## src/gemm_consts.svh

```systemverilog
// GEMM controller constants for array geometry and job register indices
`ifndef GEMM_CONSTS_SVH
`define GEMM_CONSTS_SVH

// Systolic array geometry
// Rows of X handled by one tile
`define ARRAY_WIDTH 12
// Depth of one systolic column
`define ARRAY_HEIGHT 4
// Pipeline registers inside each processing element
`define PIPE_REGS 3
// Columns covered by one tile
`define COL_CHUNK ((`ARRAY_HEIGHT) * ((`PIPE_REGS) + 1))

// Job register word indices
`define REG_X_ADDR 0
`define REG_W_ADDR 1
`define REG_Z_ADDR 2
// k_size in the upper half, m_size in the lower half
`define REG_MCFG0 3
// n_size in the lower half
`define REG_MCFG1 4
// Operation and number format fields
`define REG_MACFG 5
// Any write here launches a job
`define REG_TRIGGER 6
`define NUM_REGS 7

`endif

```

## src/gemm_pkg.sv

```systemverilog
// GEMM controller shared types for job registers, tile configuration and store descriptors
package gemm_pkg;

  // Operations offered by the engine
  typedef enum logic [2:0] {
    MATMUL,
    GEMM,
    ADDMAX,
    ADDMIN,
    MULMAX,
    MULMIN,
    MAXMIN
  } gemm_op_e;

  // Operand number formats
  typedef enum logic [2:0] {
    FP16,
    FP8,
    FP16ALT,
    FP8ALT
  } gemm_fmt_e;

  // Operations of the two FPU stages
  typedef enum logic [4:0] {
    FMADD,
    ADD,
    MUL,
    MINMAX
  } fpu_op_e;

  typedef enum logic [2:0] {
    RNE,
    RTZ
  } rnd_mode_e;

  // Snapshot of the host job registers
  typedef struct packed {
    logic [31:0] x_addr;
    logic [31:0] w_addr;
    logic [31:0] z_addr;
    logic [15:0] m_size;
    logic [15:0] k_size;
    logic [15:0] n_size;
    gemm_op_e    gemm_op;
    gemm_fmt_e   fmt;
  } job_regs_t;

  // Tiling result handed to the store walker
  typedef struct packed {
    logic [15:0] x_rows_iter;
    logic [15:0] x_cols_iter;
    logic [15:0] w_rows_iter;
    logic [15:0] w_cols_iter;
    logic [7:0]  x_rows_lftovr;
    logic [7:0]  x_cols_lftovr;
    logic [7:0]  w_rows_lftovr;
    logic [7:0]  w_cols_lftovr;
    logic [15:0] x_buffer_slots;
    logic [15:0] tot_stores;
    logic [31:0] tot_x_read;
    logic [31:0] w_tot_len;
    logic [31:0] z_tot_len;
    logic [31:0] x_d1_stride;
    logic [31:0] x_rows_offs;
    logic [31:0] w_d0_stride;
    logic [31:0] z_d2_stride;
    fpu_op_e     stage1_op;
    fpu_op_e     stage2_op;
    rnd_mode_e   stage1_rnd;
    rnd_mode_e   stage2_rnd;
    logic [1:0]  elem_bytes;
    logic        gemm_sel;
    logic [31:0] z_addr;
  } tile_cfg_t;

  // One output tile store
  typedef struct packed {
    logic [31:0] addr;
    logic [15:0] row_idx;
    logic [15:0] col_idx;
    logic        last;
  } store_desc_t;

endpackage

```

## src/gemm_cfg_regs.sv

```systemverilog
// GEMM job register bank with host writes, snapshot on trigger and start strobe
`timescale 1ns/1ps
`include "gemm_consts.svh"

module gemm_cfg_regs
  import gemm_pkg::*;
(
  input  logic        clk_i,
  input  logic        rst_ni,
  input  logic        clear_i,
  input  logic        reg_we_i,
  input  logic [3:0]  reg_addr_i,
  input  logic [31:0] reg_wdata_i,
  output job_regs_t   job_o,
  output logic        start_o
);

  // Host visible job words, the trigger index has no storage
  logic [31:0] regs_q [`REG_TRIGGER];
  logic        word_we;
  logic        trigger;
  job_regs_t   job_d;
  job_regs_t   job_q;
  logic        start_q;

  assign word_we = reg_we_i && (reg_addr_i < 4'(`REG_TRIGGER));
  assign trigger = reg_we_i && (reg_addr_i == 4'(`REG_TRIGGER));

  always_ff @(posedge clk_i or negedge rst_ni) begin
    if (!rst_ni) begin
      for (int i = 0; i < `REG_TRIGGER; i++) begin
        regs_q[i] <= '0;
      end
    end else if (clear_i) begin
      for (int i = 0; i < `REG_TRIGGER; i++) begin
        regs_q[i] <= '0;
      end
    end else if (word_we) begin
      regs_q[reg_addr_i[2:0]] <= reg_wdata_i;
    end
  end

  // Field decode of the stored words
  always_comb begin
    job_d.x_addr  = regs_q[`REG_X_ADDR];
    job_d.w_addr  = regs_q[`REG_W_ADDR];
    job_d.z_addr  = regs_q[`REG_Z_ADDR];
    job_d.m_size  = regs_q[`REG_MCFG0][15:0];
    job_d.k_size  = regs_q[`REG_MCFG0][31:16];
    job_d.n_size  = regs_q[`REG_MCFG1][15:0];
    job_d.gemm_op = gemm_op_e'(regs_q[`REG_MACFG][12:10]);
    job_d.fmt     = gemm_fmt_e'(regs_q[`REG_MACFG][9:7]);
  end

  // Snapshot keeps the running job apart from later host writes
  always_ff @(posedge clk_i) begin
    if (trigger) begin
      job_q <= job_d;
    end
  end

  always_ff @(posedge clk_i or negedge rst_ni) begin
    if (!rst_ni) begin
      start_q <= 1'b0;
    end else if (clear_i) begin
      start_q <= 1'b0;
    end else begin
      start_q <= trigger;
    end
  end

  assign job_o   = job_q;
  assign start_o = start_q;

  // Host must stay inside the register map
  a_addr_in_map: assert property (
    @(posedge clk_i) disable iff (!rst_ni)
    reg_we_i |-> (reg_addr_i < 4'(`NUM_REGS))
  );

endmodule

```

## src/gemm_ctrl_top.sv

```systemverilog
// GEMM controller top level joining register bank, tiler and store walker
`timescale 1ns/1ps
`include "gemm_consts.svh"

module gemm_ctrl_top
  import gemm_pkg::*;
(
  input  logic        clk_i,
  input  logic        rst_ni,
  input  logic        clear_i,
  input  logic        reg_we_i,
  input  logic [3:0]  reg_addr_i,
  input  logic [31:0] reg_wdata_i,
  output logic        cfg_valid_o,
  output tile_cfg_t   cfg_o,
  output logic        store_valid_o,
  output store_desc_t store_o,
  output logic        done_o,
  output logic        busy_o
);

  job_regs_t job;
  logic      start;

  gemm_cfg_regs i_gemm_cfg_regs (
    .clk_i       (clk_i),
    .rst_ni      (rst_ni),
    .clear_i     (clear_i),
    .reg_we_i    (reg_we_i),
    .reg_addr_i  (reg_addr_i),
    .reg_wdata_i (reg_wdata_i),
    .job_o       (job),
    .start_o     (start)
  );

  gemm_tiler i_gemm_tiler (
    .clk_i       (clk_i),
    .rst_ni      (rst_ni),
    .clear_i     (clear_i),
    .start_i     (start),
    .job_i       (job),
    .cfg_valid_o (cfg_valid_o),
    .cfg_o       (cfg_o)
  );

  // Walker reads the tiling result straight from the top outputs
  gemm_store_walker i_gemm_store_walker (
    .clk_i         (clk_i),
    .rst_ni        (rst_ni),
    .clear_i       (clear_i),
    .cfg_valid_i   (cfg_valid_o),
    .cfg_i         (cfg_o),
    .store_valid_o (store_valid_o),
    .store_o       (store_o),
    .done_o        (done_o),
    .busy_o        (busy_o)
  );

endmodule

```

## src/gemm_store_walker.sv

```systemverilog
// GEMM store walker stepping row-major over output tiles, one descriptor per cycle
`timescale 1ns/1ps
`include "gemm_consts.svh"

module gemm_store_walker
  import gemm_pkg::*;
(
  input  logic        clk_i,
  input  logic        rst_ni,
  input  logic        clear_i,
  input  logic        cfg_valid_i,
  input  tile_cfg_t   cfg_i,
  output logic        store_valid_o,
  output store_desc_t store_o,
  output logic        done_o,
  output logic        busy_o
);

  logic        busy_q;
  logic        store_valid_q;
  logic        done_q;
  store_desc_t store_q;
  store_desc_t first_store;
  store_desc_t next_store;
  // Address of column zero in the current tile row
  logic [31:0] row_base_q;
  logic [31:0] col_step;
  logic [15:0] last_row;
  logic [15:0] last_col;
  logic        row_wrap;

  always_comb begin
    col_step = 32'(`COL_CHUNK) * 32'(cfg_i.elem_bytes);
    last_row = cfg_i.x_rows_iter - 16'd1;
    last_col = cfg_i.w_cols_iter - 16'd1;

    first_store = '{
      addr:    cfg_i.z_addr,
      row_idx: 16'd0,
      col_idx: 16'd0,
      last:    (last_row == '0) && (last_col == '0)
    };

    // Next tile, wrapping to the next row at the last column
    row_wrap   = (store_q.col_idx == last_col);
    next_store = store_q;
    if (row_wrap) begin
      next_store.row_idx = store_q.row_idx + 16'd1;
      next_store.col_idx = 16'd0;
      next_store.addr    = row_base_q + cfg_i.z_d2_stride;
    end else begin
      next_store.col_idx = store_q.col_idx + 16'd1;
      next_store.addr    = store_q.addr + col_step;
    end
    next_store.last = (next_store.row_idx == last_row) && (next_store.col_idx == last_col);
  end

  always_ff @(posedge clk_i or negedge rst_ni) begin
    if (!rst_ni) begin
      busy_q        <= 1'b0;
      store_valid_q <= 1'b0;
      done_q        <= 1'b0;
    end else if (clear_i) begin
      busy_q        <= 1'b0;
      store_valid_q <= 1'b0;
      done_q        <= 1'b0;
    end else begin
      done_q <= 1'b0;
      if (cfg_valid_i) begin
        // Empty job finishes at once
        if (cfg_i.tot_stores == '0) begin
          done_q <= 1'b1;
        end else begin
          busy_q        <= 1'b1;
          store_valid_q <= 1'b1;
        end
      end else if (store_valid_q && store_q.last) begin
        busy_q        <= 1'b0;
        store_valid_q <= 1'b0;
        done_q        <= 1'b1;
      end
    end
  end

  always_ff @(posedge clk_i) begin
    if (cfg_valid_i) begin
      store_q    <= first_store;
      row_base_q <= cfg_i.z_addr;
    end else if (store_valid_q) begin
      store_q <= next_store;
      if (row_wrap) begin
        row_base_q <= next_store.addr;
      end
    end
  end

  assign store_valid_o = store_valid_q;
  assign store_o       = store_q;
  assign done_o        = done_q;
  assign busy_o        = busy_q;

  a_store_in_busy: assert property (
    @(posedge clk_i) disable iff (!rst_ni)
    store_valid_o |-> busy_o
  );

  // A new tiling result while walking means the host triggered too early
  a_no_cfg_while_busy: assert property (
    @(posedge clk_i) disable iff (!rst_ni)
    cfg_valid_i |-> !busy_o
  );

endmodule

```

## src/gemm_tiler.sv

```systemverilog
// GEMM tiler computing tile counts, leftovers, strides, lengths and FPU operation decode
`timescale 1ns/1ps
`include "gemm_consts.svh"

module gemm_tiler
  import gemm_pkg::*;
(
  input  logic      clk_i,
  input  logic      rst_ni,
  input  logic      clear_i,
  input  logic      start_i,
  input  job_regs_t job_i,
  output logic      cfg_valid_o,
  output tile_cfg_t cfg_o
);

  tile_cfg_t   cfg_d;
  tile_cfg_t   cfg_q;
  logic        cfg_valid_q;

  // Whole tiles along each dimension, before rounding up
  logic [15:0] x_rows_div;
  logic [15:0] x_cols_div;
  logic [15:0] w_cols_div;
  logic [15:0] w_rows_div;
  logic [15:0] w_rows_lft;
  logic [15:0] slots_div;

  // Product pipeline, each stage with its own valid
  logic [31:0] rows_cols_q;
  logic        rows_cols_valid_q;
  logic [31:0] x_read_q;
  logic        x_read_valid_q;
  logic [31:0] w_len_q;
  logic        w_len_valid_q;
  logic        load_cfg;

  always_comb begin
    x_rows_div = job_i.m_size / 16'(`ARRAY_WIDTH);
    x_cols_div = job_i.n_size / 16'(`COL_CHUNK);
    w_cols_div = job_i.k_size / 16'(`COL_CHUNK);
    w_rows_div = job_i.n_size / 16'(`ARRAY_HEIGHT);

    cfg_d.x_rows_lftovr = 8'(job_i.m_size - x_rows_div * 16'(`ARRAY_WIDTH));
    cfg_d.x_cols_lftovr = 8'(job_i.n_size - x_cols_div * 16'(`COL_CHUNK));
    cfg_d.w_cols_lftovr = 8'(job_i.k_size - w_cols_div * 16'(`COL_CHUNK));
    w_rows_lft          = job_i.n_size - w_rows_div * 16'(`ARRAY_HEIGHT);
    cfg_d.w_rows_lftovr = 8'(w_rows_lft);

    // Partial tiles count as one more iteration
    cfg_d.x_rows_iter = (cfg_d.x_rows_lftovr != '0) ? x_rows_div + 16'd1 : x_rows_div;
    cfg_d.x_cols_iter = (cfg_d.x_cols_lftovr != '0) ? x_cols_div + 16'd1 : x_cols_div;
    cfg_d.w_cols_iter = (cfg_d.w_cols_lftovr != '0) ? w_cols_div + 16'd1 : w_cols_div;
    // W rows padded up to the column depth
    cfg_d.w_rows_iter = (w_rows_lft != '0) ?
                        job_i.n_size + 16'(`ARRAY_HEIGHT) - w_rows_lft : job_i.n_size;

    slots_div = (16'(cfg_d.x_cols_lftovr) + 16'(`ARRAY_HEIGHT) - 16'd1) / 16'(`ARRAY_HEIGHT);
    cfg_d.x_buffer_slots = slots_div * 16'(`ARRAY_HEIGHT);

    // Totals come from the product pipeline
    cfg_d.tot_stores = rows_cols_q[15:0];
    cfg_d.tot_x_read = x_read_q;
    cfg_d.w_tot_len  = w_len_q;
    cfg_d.z_tot_len  = 32'(`ARRAY_WIDTH) * 32'(cfg_d.tot_stores);

    cfg_d.elem_bytes = (job_i.fmt == FP16 || job_i.fmt == FP16ALT) ? 2'd2 : 2'd1;

    // Byte strides
    cfg_d.x_d1_stride = 32'(job_i.n_size) * 32'(cfg_d.elem_bytes);
    cfg_d.x_rows_offs = 32'(`ARRAY_WIDTH) * cfg_d.x_d1_stride;
    cfg_d.w_d0_stride = 32'(job_i.k_size) * 32'(cfg_d.elem_bytes);
    cfg_d.z_d2_stride = 32'(`ARRAY_WIDTH) * cfg_d.w_d0_stride;

    // Operation decode
    cfg_d.stage2_op = MINMAX;
    cfg_d.gemm_sel  = (job_i.gemm_op != MATMUL);
    case (job_i.gemm_op)
      MATMUL, GEMM: begin
        cfg_d.stage1_op  = FMADD;
        cfg_d.stage1_rnd = RNE;
        cfg_d.stage2_rnd = RNE;
      end
      ADDMAX: begin
        cfg_d.stage1_op  = ADD;
        cfg_d.stage1_rnd = RNE;
        cfg_d.stage2_rnd = RTZ;
      end
      ADDMIN: begin
        cfg_d.stage1_op  = ADD;
        cfg_d.stage1_rnd = RNE;
        cfg_d.stage2_rnd = RNE;
      end
      MULMAX: begin
        cfg_d.stage1_op  = MUL;
        cfg_d.stage1_rnd = RNE;
        cfg_d.stage2_rnd = RTZ;
      end
      MULMIN: begin
        cfg_d.stage1_op  = MUL;
        cfg_d.stage1_rnd = RNE;
        cfg_d.stage2_rnd = RNE;
      end
      MAXMIN: begin
        cfg_d.stage1_op  = MINMAX;
        cfg_d.stage1_rnd = RTZ;
        cfg_d.stage2_rnd = RNE;
      end
      default: begin
        cfg_d.stage1_op  = MINMAX;
        cfg_d.stage1_rnd = RNE;
        cfg_d.stage2_rnd = RTZ;
      end
    endcase

    cfg_d.z_addr = job_i.z_addr;
  end

  assign load_cfg = x_read_valid_q && w_len_valid_q;

  always_ff @(posedge clk_i or negedge rst_ni) begin
    if (!rst_ni) begin
      rows_cols_valid_q <= 1'b0;
      x_read_valid_q    <= 1'b0;
      w_len_valid_q     <= 1'b0;
      cfg_valid_q       <= 1'b0;
    end else if (clear_i) begin
      rows_cols_valid_q <= 1'b0;
      x_read_valid_q    <= 1'b0;
      w_len_valid_q     <= 1'b0;
      cfg_valid_q       <= 1'b0;
    end else begin
      rows_cols_valid_q <= start_i;
      x_read_valid_q    <= rows_cols_valid_q;
      w_len_valid_q     <= rows_cols_valid_q;
      cfg_valid_q       <= load_cfg;
    end
  end

  // First stage rows by cols, second stage the two triple products
  always_ff @(posedge clk_i) begin
    if (start_i) begin
      rows_cols_q <= 32'(cfg_d.x_rows_iter) * 32'(cfg_d.w_cols_iter);
    end
    if (rows_cols_valid_q) begin
      x_read_q <= rows_cols_q * 32'(cfg_d.x_cols_iter);
      w_len_q  <= rows_cols_q * 32'(cfg_d.w_rows_iter);
    end
  end

  // Result register held until the next job
  always_ff @(posedge clk_i) begin
    if (load_cfg) begin
      cfg_q <= cfg_d;
    end
  end

  assign cfg_valid_o = cfg_valid_q;
  assign cfg_o       = cfg_q;

  // Result only three cycles after a start
  a_valid_after_start: assert property (
    @(posedge clk_i) disable iff (!rst_ni)
    $rose(cfg_valid_o) |-> $past(start_i, 3)
  );

endmodule

```

## config.mk

```make
export PLATFORM = sky130hd
export DESIGN_NAME = gemm_ctrl_top
export DESIGN_NICKNAME = d
export VERILOG_FILES = /design/src/gemm_pkg.sv /design/src/gemm_cfg_regs.sv /design/src/gemm_ctrl_top.sv /design/src/gemm_store_walker.sv /design/src/gemm_tiler.sv
export VERILOG_INCLUDE_DIRS = /design/src
export SDC_FILE = /design/constraint.sdc
export NUM_CORES = 2
export LEC_CHECK = 0
export ABC_AREA = 1
export BUFFER_PORTS_ARGS = -buffer_cell sky130_fd_sc_hd__buf_2
export CORE_MARGIN = 2
export CORE_UTILIZATION = 32
export CTS_BUF_LIST = sky130_fd_sc_hd__clkbuf_4
export DETAILED_ROUTE_END_ITERATION = 8
export PLACE_DENSITY = 0.54
export SLEW_MARGIN = 20
export SYNTH_ARGS = -nofsm -noshare
export SYNTH_HDL_FRONTEND = slang
export SYNTH_SLANG_ARGS = --single-unit
```

## constraint.sdc

```tcl
create_clock -name clk_i -period 17.8 [get_ports clk_i]
set_clock_uncertainty 0.15 [all_clocks]
set_input_delay 1.78 -clock clk_i [delete_from_list [all_inputs] [get_ports clk_i]]
set_output_delay 1.78 -clock clk_i [all_outputs]
set_load 0.05 [all_outputs]
```

==> results.cfg <==
[clock_network]
cts.sinks = 655
cts_buffers = 180
cts_tree = built
cts-resized-gates = 0
h-tree-depth = 4
insertion_delay_ns = 1.29
postCtsSetupBuffers = 0
clockRootBuffer = clkbuf_4
clockBufferDepth = 3
hold_buffers = 0
clk_pin_slew_ns = 0.07

[logic_synthesis]
syn_area_sq_mm = 0.0560
ys.flop_type = edfxtp_1
synth.top_cell.area_share = 0.285
yosys.area.top_type = edfxtp_1
synth_warnings = 0
ys_seq_elements = 655
synth_edf_count = 532
seq_area_frac_synth = 0.337
async_flop_share = 0.139
synth.area.top_cells = edfxtp_1 (29%), fa_1 (25%), inv_1 (7.5%)
syn_inst = 5815
syn_avg_cell_area_sq_um = 9.63
synth_most_common_cell = inv_1
synth_common_cells = inv_1 (1115), nand2_1 (1021), fa_1 (695)
yosysUniqueCellTypes = 55

[route]
num_vias = 41300
ant_nets = 0
wl_um = 171000
drc_errors = 0
vias_per_cell = 4.67
routedWlPerCell_um = 19.3
drt_iter0_drc = 2951
drt_pre_antenna_iters = 7

[critical_path]
cp.arrival_ns = 13.68
r2r_slack_ns = 4.98
cpPeakStageDelay_ns = 0.54
critPathKind = register to register
crit_fanout = 8
cp_slowest_cell = fa_1
cp-start-kind = register
required_ns = 18.65
cp-end-kind = register
crit_top_cell = nand2_1
r2r_start = i_gemm_cfg_regs.job_o[53]$_DFFE_PP_
reg2reg_depth = 70
worstSetupEndpoint = i_gemm_tiler.rows_cols_q[26]$_DFFE_PP_
worstSetupStartpoint = i_gemm_cfg_regs.job_o[53]$_DFFE_PP_
r2r_end = i_gemm_tiler.rows_cols_q[26]$_DFFE_PP_

[sta]
grt_setup_unrepaired = false
holdWs_ns = 0.223
fmax_mhz = 78.0
slew_headroom = 0.260
tightest_slew_ns = 1.11
setup_tns_ns = 0
finalSetupViolations = 0
fin_ws_ns = 4.98
period_minus_slack_ns = 12.82
hold_viol = 0
finalMaxSlewViolations = 0
finalCritPeriodShare = 0.720

[floorplanning]
ioPinCount = 512
core_region_area_sq_mm = 0.174
die_x_um = 422
floorplan.initialDensity = 0.322
die_y_um = 422
design.die.area_sq_mm = 0.178
row_count = 153

[placed_design]
port_buffers = 409
post-place-ws_ns = 4.96
place_congestion = 0.927
dp_hpwl_um = 134000
place_area_sq_mm = 0.0608

[finish]
ff_latch_area_sq_mm = 0.0189
stdcell_area_sq_mm = 0.0632
final.fill_count = 17900
syn_to_final_growth_pct = 13.0
nNetsFinal = 7433
multiInputGateArea_sq_mm = 0.0321
fin_util = 0.364
drive_above_1_share = 0.133

[grt]
grt_max_degree = 79
grt_usage = 0.195
grt_pass1_vias = 42600
grt_pass1_wl_um = 261000
grt_overflow = 0
antenna_found_initial = 7

[pwr]
p_leak_nw = 29.7
p_per_area_mw_per_mm2 = 64.5
irDropWorstVdd_mv = 0.0615

[worst_hold_path]
min_path_type = register to register

[outcome]
status = finished clean

[flow_run]
cap_violations = 0
-- layout make-up --
cell class | count | area share
antenna | 14 | 0.000554
clock buffer | 261 | 0.0310
clock inverter | 71 | 0.00758
inverter | 1139 | 0.0677
multi-input combinational | 3911 | 0.507
sequential | 655 | 0.299
tap | 2325 | 0.0460
timing repair buffer | 485 | 0.0414
-- critical path: cells and delay by family, from the launching register on --
family,cells,cell delay [ns]
XOR/XNOR,3,0.49
buffers and inverters,10,1.10
adder cells (fa/ha/maj),9,3.58
flip-flops,1,0.42
AND/OR/NAND/NOR,31,3.95
AO/OA/AOI/OAI,17,2.87
-- registers in the layout (all words and copies together) (netlist names) --
name                               cells
i_gemm_tiler.x_read_q                 32
i_gemm_cfg_regs.job_d                 85
i_gemm_store_walker.store_o           65
i_gemm_store_walker.store_valid_o      1
i_gemm_tiler.cfg_o                   289
i_gemm_store_walker.done_o             1
i_gemm_store_walker.row_base_q        32
i_gemm_cfg_regs.job_o                 85
i_gemm_tiler.w_len_q                  32
i_gemm_cfg_regs.start_o                1
i_gemm_tiler.rows_cols_valid_q         1
i_gemm_tiler.cfg_valid_o               1
i_gemm_tiler.rows_cols_q              29
i_gemm_tiler.x_read_valid_q            1
-- cell usage in the layout, fill, tap and decap left out, drive strengths merged, types with 83 or more instances in the layout --
cell type / n
nor2: 495
edfxtp: 532
nand2: 1045
o21ai: 269
inv: 1132
xor2: 222
dfrtp: 91
fa: 695
ha: 326
conb: 182
xnor2: 83
buf: 485
clkbuf: 261
nand3: 202
a21oi: 177
-- cells by family after synthesis --
logic type | count (synthesis) | synth area share
AND/OR/NAND/NOR | 1857 | 0.136
buffers and inverters | 1429 | 0.104
adder cells (fa/ha/maj) | 1021 | 0.321
flip-flops | 655 | 0.337
AO/OA/AOI/OAI | 546 | 0.0537
XOR/XNOR | 305 | 0.0477
other | 2 | 0.000134
-- layer usage --
| layer | up-vias | track usage | wire length [um] |
|---|---|---|---|
| li1 | 19100 | - | - |
| met1 | 20600 | 0.246 | 71300 |
| met2 | 1309 | 0.316 | 80600 |
| met3 | 328 | 0.0386 | 10200 |
| met4 | 0 | 0.0997 | 9310 |
| met5 | - | 0 | 0 |
-- metrics by stage --
stage / std cells / power [mW]
floorplan: 5995 / 2.46
global placement: 8515 / 2.65
detailed placement: 8515 / 2.66
CTS: 8847 / 4.14
global route: 8859 / 4.34
finish: 8861 / 4.08
-- worst min path at each step --
stage	slack, ns	from	endpoint	cells after the start
after floorplan	0.25	i_gemm_cfg_regs.job_o[54]$_DFFE_PP_	i_gemm_tiler.cfg_o[0]$_DFFE_PP_	0
after global placement	0.25	i_gemm_cfg_regs.job_o[61]$_DFFE_PP_	i_gemm_tiler.cfg_o[7]$_DFFE_PP_	0
after detailed placement	0.25	i_gemm_cfg_regs.job_o[68]$_DFFE_PP_	i_gemm_tiler.cfg_o[14]$_DFFE_PP_	0
after CTS	0.13	rst_ni	i_gemm_cfg_regs.job_d[81]$_DFFE_PN0P_	1
after global routing	0.14	rst_ni	i_gemm_store_walker.store_valid_o$_DFFE_PN0P_	1
final	0.22	i_gemm_cfg_regs.job_o[75]$_DFFE_PP_	i_gemm_tiler.cfg_o[21]$_DFFE_PP_	0
-- report_power, final --
part           internal, mW  switching, mW
combinational         0.322          0.576
clock                 0.734          0.720
sequential             1.71         0.0189
total                  2.76           1.32
Power figures use the tool's default switching activity.
